==> config.mk <==
export PLATFORM = sky130hd
export DESIGN_NAME = camera_top
export DESIGN_NICKNAME = d
export VERILOG_FILES = /design/src/camera_pkg.sv /design/src/spi_peripheral.sv /design/src/spi_registers.sv /design/src/capture_fsm.sv /design/src/pixel_counter.sv /design/src/image_buffer.sv /design/src/metering.sv /design/src/camera_top.sv
export SDC_FILE = /design/constraint.sdc
export NUM_CORES = 1
export LEC_CHECK = 0
export BUFFER_PORTS_ARGS = -buffer_cell sky130_fd_sc_hd__buf_2
export CORE_ASPECT_RATIO = 0.5
export CORE_MARGIN = 4
export CORE_UTILIZATION = 36
export CTS_CLUSTER_SIZE = 24
export DETAILED_ROUTE_END_ITERATION = 16
export GPL_ROUTABILITY_DRIVEN = 0
export RECOVER_POWER = 25
export SETUP_SLACK_MARGIN = 0.02
export SLEW_MARGIN = 0
export SYNTH_ARGS = -nofsm -noshare
export SYNTH_HDL_FRONTEND = slang
export SYNTH_HIERARCHICAL = 1
export SYNTH_SLANG_ARGS = --single-unit
==> constraint.sdc <==
create_clock -name clock_in -period 5.9 [get_ports clock_in]
set_input_delay 1.18 -clock clock_in [delete_from_list [all_inputs] [get_ports clock_in]]
set_output_delay 1.18 -clock clock_in [all_outputs]
set_load 0.05 [all_outputs]
==> src/camera_pkg.sv <==
`default_nettype none

package camera_pkg;

    localparam int FRAME_PIXELS_DEFAULT = 64; // Power of two, 8 or more
    localparam int ADDRESS_WIDTH = 16;

    // Register opcodes, first byte of every SPI transaction
    typedef enum logic [7:0] {
        op_start_capture     = 8'h20,
        op_bytes_remaining   = 8'h21,
        op_image_data        = 8'h22,
        op_zoom              = 8'h23,
        op_pan               = 8'h24,
        op_metering_data     = 8'h25,
        op_quality_factor    = 8'h26,
        op_image_ready_flag  = 8'h27,
        op_power_save_enable = 8'h28
    } opcode_t;

    typedef struct packed {
        logic       valid;
        logic       frame_start; // First pixel of a frame
        logic [7:0] red;
        logic [7:0] green;
        logic [7:0] blue;
    } pixel_t;

    // Byte order here is the metering readout order
    typedef struct packed {
        logic [7:0] red_center;
        logic [7:0] green_center;
        logic [7:0] blue_center;
        logic [7:0] red_average;
        logic [7:0] green_average;
        logic [7:0] blue_average;
    } metering_t;

    typedef struct packed {
        logic spi_clock;
        logic spi_select_n;
        logic spi_copi;
    } spi_bus_t;

    typedef enum logic [1:0] {
        st_idle,
        st_wait_frame,
        st_capturing,
        st_done
    } capture_state_t;

endpackage

`default_nettype wire

==> src/spi_peripheral.sv <==
`default_nettype none

module spi_peripheral (
    input logic clock_in,
    input logic reset_n_in,
    input camera_pkg::spi_bus_t spi_bus,
    output logic spi_cipo,
    input logic [7:0] response,
    output camera_pkg::opcode_t opcode,
    output logic [7:0] operand,
    output logic operand_valid,
    output logic operand_read,
    output logic [31:0] rd_operand_count
);
    import camera_pkg::*;

    localparam spi_bus_t BUS_IDLE = '{spi_clock: 1'b0, spi_select_n: 1'b1, spi_copi: 1'b0};

    spi_bus_t bus_meta;
    spi_bus_t bus_sync;
    logic clock_prev;
    logic clock_rise;
    logic clock_fall;
    logic [2:0] bit_count;
    logic opcode_done;      // First byte of the transaction is in
    logic [7:0] rx_shift;
    logic [7:0] rx_byte;
    logic [7:0] tx_shift;

    // Two flop synchroniser plus one stage for edge detect
    always_ff @(posedge clock_in) begin
        if (!reset_n_in) begin
            bus_meta <= BUS_IDLE;
            bus_sync <= BUS_IDLE;
            clock_prev <= 1'b0;
        end else begin
            bus_meta <= spi_bus;
            bus_sync <= bus_meta;
            clock_prev <= bus_sync.spi_clock;
        end
    end

    assign clock_rise = bus_sync.spi_clock & ~clock_prev;
    assign clock_fall = ~bus_sync.spi_clock & clock_prev;
    assign rx_byte = {rx_shift[6:0], bus_sync.spi_copi}; // Byte including current bit

    always_ff @(posedge clock_in) begin
        if (!reset_n_in) begin
            bit_count <= 3'd0;
            opcode_done <= 1'b0;
            opcode <= opcode_t'(8'h00);
            rd_operand_count <= 32'd0;
            operand_valid <= 1'b0;
            operand_read <= 1'b0;
        end else begin
            operand_valid <= 1'b0;
            operand_read <= 1'b0;
            if (bus_sync.spi_select_n) begin
                bit_count <= 3'd0;
                opcode_done <= 1'b0;
                rd_operand_count <= 32'd0;
            end else if (clock_rise) begin
                bit_count <= bit_count + 3'd1;
                if (bit_count == 3'd7) begin
                    if (!opcode_done) begin
                        opcode <= opcode_t'(rx_byte);
                        opcode_done <= 1'b1;
                    end else begin
                        operand_valid <= 1'b1;
                        operand_read <= 1'b1; // Response byte fully shifted out
                        rd_operand_count <= rd_operand_count + 32'd1;
                    end
                end
            end
        end
    end

    always_ff @(posedge clock_in) begin
        if (clock_rise && !bus_sync.spi_select_n) begin
            rx_shift <= rx_byte;
            if (bit_count == 3'd7 && opcode_done) begin
                operand <= rx_byte;
            end
        end
    end

    // Mode 0, so the next bit goes out on the falling edge
    always_ff @(posedge clock_in) begin
        if (!reset_n_in) begin
            tx_shift <= 8'd0;
        end else if (bus_sync.spi_select_n) begin
            tx_shift <= 8'd0;
        end else if (clock_fall) begin
            if (bit_count == 3'd0) begin
                tx_shift <= response; // Byte boundary
            end else begin
                tx_shift <= {tx_shift[6:0], 1'b0};
            end
        end
    end

    assign spi_cipo = tx_shift[7];

    opcode_stable: assert property (@(posedge clock_in) disable iff (!reset_n_in)
        (opcode_done && !bus_sync.spi_select_n) |=> $stable(opcode))
        else $error("Opcode changed during a transaction");

endmodule

`default_nettype wire

==> src/spi_registers.sv <==
`default_nettype none

module spi_registers (
    input logic clock_in,
    input logic reset_n_in,

    // From the SPI peripheral
    input camera_pkg::opcode_t opcode,
    input logic [7:0] operand,
    input logic operand_valid,
    input logic operand_read,
    input logic [31:0] rd_operand_count,
    output logic [7:0] response,

    // Control
    output logic start_capture,
    output logic [1:0] compression_factor,
    output logic power_save_enable,

    // Image and metering
    input logic image_ready,
    input logic [camera_pkg::ADDRESS_WIDTH-1:0] image_total_size,
    input logic [7:0] image_data,
    output logic [camera_pkg::ADDRESS_WIDTH-1:0] image_address,
    input camera_pkg::metering_t metering
);
    import camera_pkg::*;

    logic [ADDRESS_WIDTH-1:0] bytes_remaining;

    assign bytes_remaining = image_total_size - image_address;

    always_comb begin
        case (opcode)
            op_bytes_remaining: begin
                if (rd_operand_count == 32'd0) begin
                    response = bytes_remaining[15:8]; // High byte first
                end else begin
                    response = bytes_remaining[7:0];
                end
            end
            op_image_data: response = image_data;
            op_metering_data: begin
                case (rd_operand_count)
                    32'd0: response = metering.red_center;
                    32'd1: response = metering.green_center;
                    32'd2: response = metering.blue_center;
                    32'd3: response = metering.red_average;
                    32'd4: response = metering.green_average;
                    default: response = metering.blue_average; // Repeats past the end
                endcase
            end
            op_image_ready_flag: response = {7'd0, image_ready};
            default: response = 8'd0;
        endcase
    end

    assign start_capture = operand_valid && (opcode == op_start_capture);

    always_ff @(posedge clock_in) begin
        if (!reset_n_in) begin
            compression_factor <= 2'd0;
            power_save_enable <= 1'b1;
            image_address <= '0;
        end else begin
            // Auto increment while reading image bytes
            if (operand_read && opcode == op_image_data) begin
                if (image_address < image_total_size) begin
                    image_address <= image_address + 1'b1;
                end
            end

            if (operand_valid) begin
                case (opcode)
                    op_start_capture: image_address <= '0;
                    op_quality_factor: compression_factor <= operand[1:0];
                    op_power_save_enable: power_save_enable <= operand[0];
                    op_zoom, op_pan: ; // Accepted, no effect yet
                    default: ;
                endcase
            end
        end
    end

    // Address is bounded by what the buffer holds
    address_in_range: assert property (@(posedge clock_in) disable iff (!reset_n_in)
        image_address <= image_total_size)
        else $error("Image address beyond image size");

endmodule

`default_nettype wire

==> src/capture_fsm.sv <==
`default_nettype none

module capture_fsm (
    input logic clock_in,
    input logic reset_n_in,
    input logic start_capture,
    input logic power_save_enable,
    input camera_pkg::pixel_t pixel,
    input logic last_pixel,
    output logic count_enable,
    output logic count_clear,
    output logic capture_active,
    output logic image_ready
);
    import camera_pkg::*;

    capture_state_t state;
    logic start_accepted;
    logic frame_begin;

    assign start_accepted = start_capture & ~power_save_enable; // Ignored in power save
    assign frame_begin = pixel.valid & pixel.frame_start;

    always_ff @(posedge clock_in) begin
        if (!reset_n_in) begin
            state <= st_idle;
        end else if (start_accepted) begin
            state <= st_wait_frame; // Also re-arms a running or finished capture
        end else begin
            case (state)
                st_wait_frame: begin
                    if (frame_begin) begin
                        state <= st_capturing;
                    end
                end
                st_capturing: begin
                    if (last_pixel) begin
                        state <= st_done;
                    end
                end
                default: state <= state; // Idle and done hold
            endcase
        end
    end

    // Frame start pixel is taken while still waiting
    assign capture_active = (state == st_capturing) ||
                            (state == st_wait_frame && frame_begin);
    assign count_enable = capture_active & pixel.valid;
    assign count_clear = start_accepted;
    assign image_ready = (state == st_done);

    ready_excludes_active: assert property (@(posedge clock_in) disable iff (!reset_n_in)
        !(image_ready && capture_active))
        else $error("Image ready while capture active");

endmodule

`default_nettype wire

==> src/pixel_counter.sv <==
`default_nettype none

module pixel_counter #(
    parameter int FRAME_PIXELS = camera_pkg::FRAME_PIXELS_DEFAULT
) (
    input logic clock_in,
    input logic reset_n_in,
    input logic count_clear,
    input logic count_enable,
    output logic [camera_pkg::ADDRESS_WIDTH-1:0] pixel_index,
    output logic last_pixel
);
    import camera_pkg::*;

    localparam logic [ADDRESS_WIDTH-1:0] LAST_INDEX = ADDRESS_WIDTH'(FRAME_PIXELS - 1);

    logic [ADDRESS_WIDTH-1:0] count;

    always_ff @(posedge clock_in) begin
        if (!reset_n_in) begin
            count <= '0;
        end else if (count_clear) begin
            count <= '0; // New capture armed
        end else if (count_enable) begin
            count <= count + 1'b1;
        end
    end

    assign pixel_index = count;
    assign last_pixel = count_enable && (count == LAST_INDEX); // Enable implies valid

endmodule

`default_nettype wire

==> src/image_buffer.sv <==
`default_nettype none

module image_buffer #(
    parameter int FRAME_PIXELS = camera_pkg::FRAME_PIXELS_DEFAULT
) (
    input logic clock_in,
    input logic reset_n_in,
    input camera_pkg::pixel_t pixel,
    input logic capture_active,
    input logic count_clear,
    input logic [camera_pkg::ADDRESS_WIDTH-1:0] pixel_index,
    input logic [1:0] compression_factor,
    input logic [camera_pkg::ADDRESS_WIDTH-1:0] image_address,
    output logic [camera_pkg::ADDRESS_WIDTH-1:0] image_total_size,
    output logic [7:0] image_data
);
    import camera_pkg::*;

    localparam int INDEX_WIDTH = $clog2(FRAME_PIXELS);

    logic [7:0] memory [FRAME_PIXELS];
    logic [ADDRESS_WIDTH-1:0] write_pointer;
    logic [ADDRESS_WIDTH-1:0] sample_mask;
    logic [9:0] luma_sum;
    logic keep_pixel;

    // Luma approximation (r + 2g + b) / 4
    assign luma_sum = {2'b00, pixel.red} + {1'b0, pixel.green, 1'b0} + {2'b00, pixel.blue};

    // Keep every 2^f-th pixel
    assign sample_mask = (ADDRESS_WIDTH'(1) << compression_factor) - 1'b1;
    assign keep_pixel = capture_active && pixel.valid && ((pixel_index & sample_mask) == '0);

    always_ff @(posedge clock_in) begin
        if (!reset_n_in) begin
            write_pointer <= '0;
        end else if (count_clear) begin
            write_pointer <= '0;
        end else if (keep_pixel) begin
            write_pointer <= write_pointer + 1'b1;
        end
    end

    always_ff @(posedge clock_in) begin
        if (keep_pixel && !count_clear) begin
            memory[write_pointer[INDEX_WIDTH-1:0]] <= luma_sum[9:2];
        end
        // Reads past the written data give zero
        image_data <= (image_address < write_pointer) ? memory[image_address[INDEX_WIDTH-1:0]]
                                                      : 8'd0;
    end

    assign image_total_size = write_pointer;

endmodule

`default_nettype wire

==> src/metering.sv <==
`default_nettype none

module metering #(
    parameter int FRAME_PIXELS = camera_pkg::FRAME_PIXELS_DEFAULT
) (
    input logic clock_in,
    input logic reset_n_in,
    input camera_pkg::pixel_t pixel,
    input logic capture_active,
    input logic count_clear,
    input logic [camera_pkg::ADDRESS_WIDTH-1:0] pixel_index,
    output camera_pkg::metering_t metering
);
    import camera_pkg::*;

    localparam int INDEX_WIDTH = $clog2(FRAME_PIXELS);
    localparam int SUM_WIDTH = 8 + INDEX_WIDTH;
    localparam logic [ADDRESS_WIDTH-1:0] CENTRE_FIRST = ADDRESS_WIDTH'(3 * FRAME_PIXELS / 8);
    localparam logic [ADDRESS_WIDTH-1:0] CENTRE_END = ADDRESS_WIDTH'(5 * FRAME_PIXELS / 8);
    localparam logic [ADDRESS_WIDTH-1:0] LAST_INDEX = ADDRESS_WIDTH'(FRAME_PIXELS - 1);

    logic [7:0] channel [3];        // Red, green, blue
    logic [SUM_WIDTH-1:0] total_sum [3];
    logic [SUM_WIDTH-1:0] total_next [3];
    logic [SUM_WIDTH-1:0] centre_sum [3];
    logic [SUM_WIDTH-1:0] centre_next [3];
    logic [SUM_WIDTH-1:0] total_mean [3];
    logic [SUM_WIDTH-1:0] centre_mean [3];
    logic accept;
    logic in_centre;
    logic final_pixel;

    assign accept = capture_active & pixel.valid;
    assign in_centre = (pixel_index >= CENTRE_FIRST) && (pixel_index < CENTRE_END);
    assign final_pixel = accept && (pixel_index == LAST_INDEX);

    always_comb begin
        channel[0] = pixel.red;
        channel[1] = pixel.green;
        channel[2] = pixel.blue;
        for (int i = 0; i < 3; i++) begin
            total_next[i] = total_sum[i] + (accept ? SUM_WIDTH'(channel[i]) : '0);
            centre_next[i] = centre_sum[i] + ((accept && in_centre) ? SUM_WIDTH'(channel[i]) : '0);
            total_mean[i] = total_next[i] >> INDEX_WIDTH;
            centre_mean[i] = centre_next[i] >> (INDEX_WIDTH - 2); // Centre is N/4 pixels
        end
    end

    always_ff @(posedge clock_in) begin
        if (!reset_n_in) begin
            for (int i = 0; i < 3; i++) begin
                total_sum[i] <= '0;
                centre_sum[i] <= '0;
            end
            metering <= '0;
        end else if (count_clear) begin
            for (int i = 0; i < 3; i++) begin
                total_sum[i] <= '0;
                centre_sum[i] <= '0;
            end
        end else begin
            total_sum <= total_next;
            centre_sum <= centre_next;
            if (final_pixel) begin
                metering.red_center <= centre_mean[0][7:0];
                metering.green_center <= centre_mean[1][7:0];
                metering.blue_center <= centre_mean[2][7:0];
                metering.red_average <= total_mean[0][7:0];
                metering.green_average <= total_mean[1][7:0];
                metering.blue_average <= total_mean[2][7:0];
            end
        end
    end

endmodule

`default_nettype wire

==> src/camera_top.sv <==
`default_nettype none

module camera_top #(
    parameter int FRAME_PIXELS = camera_pkg::FRAME_PIXELS_DEFAULT
) (
    input logic clock_in,
    input logic reset_n_in,
    input camera_pkg::spi_bus_t spi_bus,
    output logic spi_cipo,
    input camera_pkg::pixel_t pixel
);
    import camera_pkg::*;

    opcode_t opcode;
    logic [7:0] operand;
    logic operand_valid;
    logic operand_read;
    logic [31:0] rd_operand_count;
    logic [7:0] response;
    logic start_capture;
    logic [1:0] compression_factor;
    logic power_save_enable;
    logic image_ready;
    logic [ADDRESS_WIDTH-1:0] image_total_size;
    logic [ADDRESS_WIDTH-1:0] image_address;
    logic [7:0] image_data;
    metering_t metering_bytes;
    logic count_enable;
    logic count_clear;
    logic capture_active;
    logic last_pixel;
    logic [ADDRESS_WIDTH-1:0] pixel_index;

    spi_peripheral spi_peripheral_i (
        .clock_in, .reset_n_in, .spi_bus, .spi_cipo, .response,
        .opcode, .operand, .operand_valid, .operand_read, .rd_operand_count
    );

    spi_registers spi_registers_i (
        .clock_in, .reset_n_in, .opcode, .operand, .operand_valid, .operand_read,
        .rd_operand_count, .response, .start_capture, .compression_factor,
        .power_save_enable, .image_ready, .image_total_size, .image_data,
        .image_address, .metering(metering_bytes)
    );

    capture_fsm capture_fsm_i (
        .clock_in, .reset_n_in, .start_capture, .power_save_enable, .pixel,
        .last_pixel, .count_enable, .count_clear, .capture_active, .image_ready
    );

    pixel_counter #(.FRAME_PIXELS(FRAME_PIXELS)) pixel_counter_i (
        .clock_in, .reset_n_in, .count_clear, .count_enable, .pixel_index, .last_pixel
    );

    image_buffer #(.FRAME_PIXELS(FRAME_PIXELS)) image_buffer_i (
        .clock_in, .reset_n_in, .pixel, .capture_active, .count_clear, .pixel_index,
        .compression_factor, .image_address, .image_total_size, .image_data
    );

    metering #(.FRAME_PIXELS(FRAME_PIXELS)) metering_i (
        .clock_in, .reset_n_in, .pixel, .capture_active, .count_clear, .pixel_index,
        .metering(metering_bytes)
    );

endmodule

`default_nettype wire

==> results by group, run 1 <==
Power and ir drop
  • Switching part of the total: between 20% and 30%
  • Leak: 12.34 nW
  • Internal power: a little under 9 mW
  • Sw power: around 2.7 mW
  • IR drop worst, VDD: 0.1604 mV
  • Logic pwr share: 5.9%
  • P per Cell Area: 301.0 nW/um^2
  • Design Power: roughly 12 mW
  • Clock share of power: 40.7%
  • Sequential Power Share: a little over half

Layout
  • Final Non-Filler Cells: around 4000
  • N_diodes: 0
  • Nets@finish: about 2800
  • Design area: ~38000 sq um
  • Share of post-route cells with drive strength above 1: 11.21%
  • Finished Core Util: 40.76%
  • P&R area growth vs syn: 11.07%

Setup path
  • Crit start category: flop
  • Family with the most delay on the worst path: flip-flops
  • Class of the most critical setup path: reg -> reg
  • CP endpoint kind: flop
  • Crit Path Max Fanout: 57
  • Bufs and invs on worst path: 1
  • Crit path required time: around 6.4 ns
  • Reg2reg end: image_buffer_i/image_data[2]
  • Reg2reg start: spi_registers_i/image_address[2]
  • CP Launch Point: spi_registers_i/image_address[2]
  • Slowest cell delay on critical path: roughly 1.7 ns
  • FF-to-FF setup slack: approximately 1.1 ns
  • FF-to-FF path depth: 6
  • Critical Path AT: 5.27 ns
  • Crit-path slowest cell: dfxtp_1
  • Crit path cell chain: clkbuf_2 > mux4_2 > nor2b_1 > a21oi_1 > nand4_1 > a22o_1

Clock network
  • Worst-Skew Late Latency: approximately 0.64 ns
  • Num CTS Buffers: between 70 and 80
  • CTS tree: built
  • # clock sinks: around 770
  • Max clock buf depth: 3
  • Htree depth: 3
  • Hold-fix buffers, CTS: 0
  • Worst-path clk slew: 0.06 ns
  • Root buf cell: clkbuf_16
  • Post-CTS sizing: 0
  • Number of post-CTS setup repair buffers: 0

Global route
  • Met3 track demand over resource: around 2.8%
  • M1 GR Usage: between 20 and 25%
  • Pin count of the biggest net entering global routing: 102
  • Number of global-route vias before repair: approximately 21000
  • Tot GR Track Use: roughly 16%
  • First-pass GRT wire length: 125.3 mm
  • Met2 global-route usage: between 20% and 30%
  • Top Usage Layer GRT: met2
  • Initial antenna violation count: 4
  • GRT overflow: 0

Route
  • Iter 0 DRT Violations: between 2000 and 2500
  • Pre-antenna DRT Iters: 6
  • Vias: between 20000 and 25000
  • Post-route DRC violation count: 0
  • Avg Vias per Cell: ~5.4
  • DR WL/cell: roughly 20 um
  • Post-DRT Antenna Nets: 0
  • Routed WL: between 80 and 90 mm

STA
  • RSZ-0062 raised after global routing: no
  • Max_slew headroom: -69.99%
  • Setup TNS: 0 ns
  • Setup violations, final: 0
  • Slew Viols, Final: 314
  • Fin. Hold Viols: 0
  • Layout Skew: between 0.01 and 0.015 ns
  • Fmax: approximately 210 MHz
  • Final WS setup: 1.086 ns
  • Worst Tran Pin Value: 2.550 ns
  • WHS: slightly above 0.4 ns
  • Final min period: approximately 4.8 ns
  • Final worst path period share: between 80% and 90%

Status
  • Status: finished, violations left
  • Failing checks: max-capacitance violations, max-slew violations

Place
  • Post-Place Cells: about 3900
  • DP Area: between 30000 and 40000 sq um
  • Post-DP HPWL: 53.40 mm
  • Port Buffers: 31
  • Post-Place Worst Slack: 0.9840 ns

Floorplan
  • I/O Pins: 32
  • Initial Util: 36.70%
  • Die H: around 230 um
  • Rows: between 70 and 80
  • CORE AREA: about 94000 sq um
  • Die area: 101000 sq um
  • Die width: 445.5 um

Min path
  • Worst Hold Launch: spi_peripheral_i/bus_meta[1]
  • Worst Hold Class: reg -> reg
  • WHS Path Cells: 1
  • Hold Path End: spi_peripheral_i/bus_sync[1]

Run
  • Max-cap violation count: 6

Synthesis
  • Syn nets: roughly 2800
  • Mapped Cells: between 2000 and 3000
  • Syn. warnings: 6
  • Mapped Area: between 30000 and 40000 sq um
  • Synth Area per Inst: roughly 13 sq um
==> per-layer routing <==
layer,part of all wire (%),vias to the layer above
met5,0.016,-
met4,1.8,2
met2,46,562
met3,5.7,108
met1,46,10810
li1,-,10157
==> cell type report <==
| cell class | count | area, sq um |
|---|---|---|
| Clock buffer | 100 | 2053 |
| Clock inverter | 37 | 341.6 |
| Fill cell | 8704 | 55630 |
| Inverter | 74 | 277.8 |
| Multi-Input combinational cell | 1708 | 13060 |
| Sequential cell | 768 | 20590 |
| Tap cell | 1255 | 1570 |
| Timing Repair Buffer | 61 | 375.4 |
==> worst register-to-register path, stage by stage, from the launching register on <==
cell and delay, ns:
dfxtp_1 1.69, clkbuf_2 1.42, mux4_2 0.52, nor2b_1 0.17, a21oi_1 0.24, nand4_1 0.22
a22o_1 0.37
==> how the worst max path moves through the flow <==
stage,end,depth (start not counted)
2_1_floorplan,image_buffer_i/memory[0][5],10
3_3_place_gp,image_buffer_i/memory[38][0],10
3_5_place_dp,image_buffer_i/memory[14][1],10
4_1_cts,image_buffer_i/memory[14][6],10
5_1_grt,image_buffer_i/image_data[2],6
6_report,image_buffer_i/image_data[2],6
==> cell usage in the layout, fill, tap and decap left out, types with 19 or more instances in the layout <==
cell type and instances:
mux4_2 72, o21ai_0 73, xnor2_1 53, ha_1 96
and2_1 46, nand2_1 95, xor2_1 50, clkbuf_16 77
o31ai_1 22, a22oi_1 71, mux2i_1 146, or4_1 21
clkbuf_1 25, nor2b_1 54, buf_4 25, nand3_1 79
or3_1 21, nand2b_1 24, a211oi_1 32, inv_1 73
dfxtp_1 246, nor2_1 247, and3_1 33, nor3_1 27
a21oi_1 134, edfxtp_1 521, o22ai_1 19, buf_2 27
nand4_1 40, nor4_1 20
==> power by group through the flow <==
| stage | sequential (mW) | clock [mW] | combinational [mW] |
|---|---|---|---|
| 3_3_place_gp | 6.26 | 0 | 0.682 |
| 6_report | 6.15 | 4.69 | 0.676 |
| 5_1_grt | 6.15 | 5.05 | 0.734 |
| 2_1_floorplan | 6.29 | 0 | 0.276 |
| 4_1_cts | 6.14 | 4.81 | 0.692 |
| 3_5_place_dp | 6.26 | 0 | 0.689 |
==> sequential cells by signal, indices dropped and copies added (netlist names), 16 cells and up <==
signal,cells
metering_i/centre_sum,36
metering_i/metering,48
spi_peripheral_i/rd_operand_count,32
image_buffer_i/image_total_size,16
pixel_counter_i/pixel_index,16
spi_registers_i/image_address,16
image_buffer_i/memory,512
metering_i/total_sum,42
No activity file was read; power rests on OpenSTA's default activity.
==> inputs of run 2 (changes only) <==
--- a/config.mk
+++ b/config.mk
@@ -5,6 +5,7 @@
 export SDC_FILE = /design/constraint.sdc
 export NUM_CORES = 1
 export LEC_CHECK = 0
+export ABC_AREA = 1
 export BUFFER_PORTS_ARGS = -buffer_cell sky130_fd_sc_hd__buf_2
 export CORE_ASPECT_RATIO = 0.5
 export CORE_MARGIN = 4
==> constraint.sdc (replaced) <==
create_clock -name clock_in -period 4.3 [get_ports clock_in]
set_input_delay 0.86 -clock clock_in [delete_from_list [all_inputs] [get_ports clock_in]]
set_output_delay 0.86 -clock clock_in [all_outputs]
set_load 0.05 [all_outputs]
==> results by group, run 2 <==
Status
  • Status: finished, final reports clean

Floorplan
  • Rows: between 80 and 90
  • I/O Pins: 32
  • Die H: roughly 240 um
  • Die area: roughly 110000 sq um
  • Die width: 466.7 um
  • CORE AREA: between 100000 and 150000 sq um
  • Initial Util: a little over a third

Clock network
  • Root buf cell: clkbuf_16
  • Worst-path clk slew: ~0.060 ns
  • Number of post-CTS setup repair buffers: 0
  • # clock sinks: between 700 and 800
  • Post-CTS sizing: 0
  • Htree depth: 3
  • Max clock buf depth: 3
  • Worst-Skew Late Latency: 0.64 ns
  • Num CTS Buffers: 77
  • CTS tree: built
  • Hold-fix buffers, CTS: 0

Layout
  • Final Non-Filler Cells: about 6000
  • Commonest cells after routing, fill and taps aside: nand2_1 (1332), nand3_1 (648), edfxtp_1 (521), nor2_1 (504), inv_1 (414)
  • Largest register FFs: slightly above 500
  • Most common cell after layout, fill and taps aside: nand2_1
  • P&R area growth vs syn: 11.58%
  • Nets@finish: roughly 4600
  • Share of post-route cells with drive strength above 1: between 6 and 7%

Synthesis
  • Mapped Area: ~38000 sq um
  • Syn. warnings: 6
  • Mapped Cells: between 4000 and 5000
  • Syn nets: about 4600
  • Synth Area per Inst: 8.561 sq um

STA
  • Slew Viols, Final: 0
  • Max_slew headroom: approximately 2.8%
  • Setup violations, final: 0
  • Fin. Hold Viols: 0
  • Layout Skew: approximately 0.031 ns
  • Fmax: ~280 MHz
  • Final WS setup: 0.7025 ns
  • Final worst path period share: between 80% and 90%
  • Final min period: ~3.6 ns
  • RSZ-0062 raised after global routing: no
  • Worst Tran Pin Value: approximately 1.5 ns

Global route
  • First-pass GRT wire length: 157.5 mm
  • Tot GR Track Use: 17.65%
  • Initial antenna violation count: 2
  • Number of global-route vias before repair: about 29000
  • Pin count of the biggest net entering global routing: 118
  • GRT overflow: 0

Route
  • Avg Vias per Cell: 5.014
  • Iter 0 DRT Violations: about 2600
  • Routed WL: between 90 and 100 mm
  • Pre-antenna DRT Iters: 6
  • Post-route DRC violation count: 0
  • Vias: about 30000
  • Post-DRT Antenna Nets: 0
  • DR WL/cell: ~17 um

Run
  • Max-cap violation count: 0

Place
  • Post-Place Worst Slack: 0.3809 ns
  • Port Buffers: 31
  • Post-Place Cells: just under 6000
  • Post-DP HPWL: between 60 and 70 mm

Min path
  • Worst Hold Class: reg -> reg

Setup path
  • Crit-path slowest cell: clkbuf_2
  • Bufs and invs on worst path: 5
  • Crit start category: primary input
  • Crit Path Max Fanout: between 60 and 70
  • Family with the most delay on the worst path: buffers and inverters
  • Class of the most critical setup path: in -> reg
  • Crit path required time: between 4 and 5 ns
  • Critical Path AT: between 3 and 4 ns
  • CP endpoint kind: flop
  • Slowest cell delay on critical path: 1.04 ns
  • Crit path cell chain: clkbuf_1 > inv_1 > fa_1 > nor2_1 > inv_1 > fa_1 > o21ai_0 > clkbuf_1 > xor2_4 > clkbuf_2

Power and ir drop
  • Logic pwr share: 5.8%
  • Leak: 16.95 nW
  • IR drop worst, VDD: between 0.3 and 0.4 mV
  • Sw power: about 3.7 mW
  • P per Cell Area: roughly 390 nW/um^2
  • Internal power: about 13 mW
  • Sequential Power Share: a little over 50%
  • Clock share of power: 42.6%
  • Switching part of the total: roughly 23%
  • Design Power: 16.40 mW
[run 2: cell type report]
cell class / count / area, sq um
fill: 10152 / 61180
sequential: 768 / 20600
multi-input combinational: 3074 / 14750
clock buffer: 96 / 2078
tap: 1402 / 1754
inverter: 425 / 1603
timing repair buffer: 123 / 959.7
clock inverter: 42 / 514.2
antenna: 1 / 2.502
[run 2: per-layer routing]
layer	vias to the layer above	wire [um]	GRT usage, %
li1	14664	-	-
met1	14105	45030	24.08
met2	804	46300	29.55
met3	164	5338	2.487
met4	0	2425	4.672
met5	-	0	0
[run 2: metrics by stage]
stage,hold WS (ns),util (%),cell area [sq um],setup TNS [ns]
after global placement,0.4045,38.49,39810,0
final,0.4160,40.86,42260,0
after floorplan,0.3905,-,37900,-5.314
after detailed placement,0.4072,38.49,39810,0
after CTS,0.3879,41.00,42400,0
after global routing,0.4004,40.85,42260,0
[run 2: worst paths after layout]
check	startpoint	endpoint	slack (ns)	depth (start not counted)
max	pixel[8]	image_buffer_i/memory[10][3]	0.70	10
min	spi_peripheral_i/bus_meta[1]	spi_peripheral_i/bus_sync[1]	0.42	1
max reg2reg	spi_registers_i/image_address[0]	spi_registers_i/image_address[5]	0.76	16
min reg2reg	spi_peripheral_i/bus_meta[1]	spi_peripheral_i/bus_sync[1]	0.42	1
[run 2: power groups by stage]
stage / Sequential [mW] / Combinational, mW / Clock [mW]
after detailed placement: 8.60 / 1.00 / 0
after CTS: 8.44 / 1.01 / 7.16
after global placement: 8.60 / 0.986 / 0
after floorplan: 8.63 / 0.411 / 0
after global routing: 8.45 / 1.05 / 7.46
final: 8.45 / 0.953 / 6.99
==> inputs of run 3 (changes only) <==
==> constraint.sdc (replaced) <==
create_clock -name clock_in -period 3.62 [get_ports clock_in]
set_input_delay 0.724 -clock clock_in [delete_from_list [all_inputs] [get_ports clock_in]]
set_output_delay 0.724 -clock clock_in [all_outputs]
set_load 0.05 [all_outputs]
==> results by group, run 3 (synthesized netlist as in run 2, its figures left out) <==
Power and ir drop
  • Sequential Power Share: a little over half
  • P per Cell Area: between 400 and 500 nW/um^2
  • Switching part of the total: between 20% and 30%
  • Internal power: 14.38 mW
  • Logic pwr share: 6.0%
  • IR drop worst, VDD: between 0.3 and 0.4 mV
  • Design Power: around 19 mW
  • Sw power: 4.295 mW
  • Clock share of power: around 40%
  • Leak: about 17 nW

Global route
  • Initial antenna violation count: 1
  • Tot GR Track Use: 17.56%
  • M1 GR Usage: roughly a quarter
  • Met3 track demand over resource: about 2.8%
  • First-pass GRT wire length: 156.6 mm
  • Pin count of the biggest net entering global routing: between 100 and 150
  • Number of global-route vias before repair: 28690
  • Top Usage Layer GRT: met2
  • GRT overflow: 0
  • Met2 global-route usage: between 20% and 30%

Setup path
  • Crit Path Max Fanout: 64
  • Critical Path AT: 3.46 ns
  • Crit path required time: 3.85 ns
  • Class of the most critical setup path: in -> reg
  • Crit start category: primary input
  • Crit-path slowest cell: clkbuf_2
  • Crit path cell chain: clkbuf_1 > fa_1 > ha_1 > a21oi_1 > nand2_1 > xor2_4 > clkbuf_2
  • Slowest cell delay on critical path: 1.12 ns
  • CP endpoint kind: flop

Floorplan
  • Die area: 110800 sq um
  • Die width: about 470 um
  • Die H: between 200 and 250 um
  • I/O Pins: 32
  • Rows: between 80 and 90
  • CORE AREA: slightly above 100000 sq um
  • Initial Util: between 30 and 40%

Status
  • Failing checks: max-capacitance violations, max-slew violations
  • Status: finished, violations left

STA
  • Fmax: about 310 MHz
  • Worst Tran Pin Value: between 1.5 and 2 ns
  • Layout Skew: 0.03295 ns
  • Max_slew headroom: -1.455%
  • Setup violations, final: 0
  • Fin. Hold Viols: 0
  • RSZ-0062 raised after global routing: no
  • Slew Viols, Final: 65
  • Final worst path period share: between 80% and 90%
  • Final min period: approximately 3.2 ns

Clock network
  • Worst-path clk slew: about 0.060 ns
  • # clock sinks: between 700 and 800
  • Hold-fix buffers, CTS: 0
  • Num CTS Buffers: 76
  • Root buf cell: clkbuf_16
  • Max clock buf depth: 3
  • CTS tree: built
  • Htree depth: 3
  • Number of post-CTS setup repair buffers: 0
  • Worst-Skew Late Latency: 0.65 ns
  • Post-CTS sizing: 0

Layout
  • Most common cell after layout, fill and taps aside: nand2_1
  • Share of post-route cells with drive strength above 1: ~7.1%
  • Nets@finish: 4640
  • Commonest cells after routing, fill and taps aside: nand2_1 (1330), nand3_1 (647), edfxtp_1 (521), nor2_1 (505), inv_1 (413)
  • Largest register FFs: 512
  • P&R area growth vs syn: 11.63%
  • Final Non-Filler Cells: just under 6000

Min path
  • Worst Hold Class: in -> reg

Route
  • Routed WL: 97.72 mm
  • Avg Vias per Cell: ~5
  • Post-route DRC violation count: 0
  • Pre-antenna DRT Iters: 6
  • Vias: slightly below 30000
  • DR WL/cell: ~16 um
  • Post-DRT Antenna Nets: 0
  • Iter 0 DRT Violations: roughly 2400

Run
  • Max-cap violation count: 1

Place
  • Post-Place Cells: about 5800
  • Post-DP HPWL: 65.33 mm
  • Port Buffers: 31
[run 3: cell count changes in the layout (fill, tap and decap cells not counted), moves of 4 or more]
cell       previous run  this run
clkbuf_1             18        22
buf_12               11        17
clkbuf_8              8         1
buf_4                75        97
bufinv_16            10         3
clkinv_2             13        17
[run 3: critical path: cells and delay by family]
kind                     cells  cell delay [ns]
buffers and inverters        2             1.32
AO/OA/AOI/OAI                1             0.18
adder cells (fa/ha/maj)      2             0.87
AND/OR/NAND/NOR              1             0.17
XOR/XNOR                     1             0.15
[run 3: power by group through the flow]
| stage | clock network [mW] | logic, mW | registers, mW |
|---|---|---|---|
| after floorplan | 0 | 0.498 | 10.2 |
| after global placement | 0 | 1.19 | 10.2 |
| after detailed placement | 0 | 1.22 | 10.2 |
| after CTS | 7.71 | 1.22 | 10.0 |
| after global routing | 8.07 | 1.22 | 10.0 |
| final | 7.51 | 1.11 | 10.1 |
[run 3: area by class of cell]
cell class              instances  area [sq um]
flip-flops and latches        768         20600
diodes                          2         5.005
clock inverters                40         324.1
clock buffers                  93          1976
inverters                     425          1602
multi-input cells            3074         14760
well taps                    1402          1754
repair buffers                153          1256
fillers                     10285         61150
[run 3: routing by layer]
layer  wire, um  share of wire (%)
met2      45920                 47
met1      44170                 45
met4       2149                2.2
met5          0                  0
met3       5485                5.6
[run 3: worst paths after layout]
kind	startpoint	to	slack [ns]	depth (start not counted)
min	spi_bus[1]	spi_peripheral_i/bus_meta[1]	0.31	2
min reg2reg	spi_peripheral_i/bus_meta[1]	spi_peripheral_i/bus_sync[1]	0.42	1
max	pixel[10]	image_buffer_i/memory[11][2]	0.38	7
max reg2reg	spi_peripheral_i/opcode[4]	metering_i/total_sum[33]	0.52	13
[run 3: metrics by stage]
| stage | hold WS (ns) | utilization (%) | setup TNS [ns] | setup WS (ns) | cell area [sq um] |
|---|---|---|---|---|---|
| finish | 0.3070 | 40.88 | 0 | 0.3818 | 42280 |
| global route | 0.2824 | 40.87 | 0 | 0.1834 | 42270 |
| CTS | 0.2805 | 41.03 | 0 | 0.5341 | 42440 |
| detailed placement | 0.4052 | 38.80 | -0.9101 | -0.03045 | 40140 |
| global placement | 0.3955 | 38.80 | -0.6918 | -0.02681 | 40140 |
| floorplan | 0.3905 | - | -45.82 | -0.6270 | 37920 |
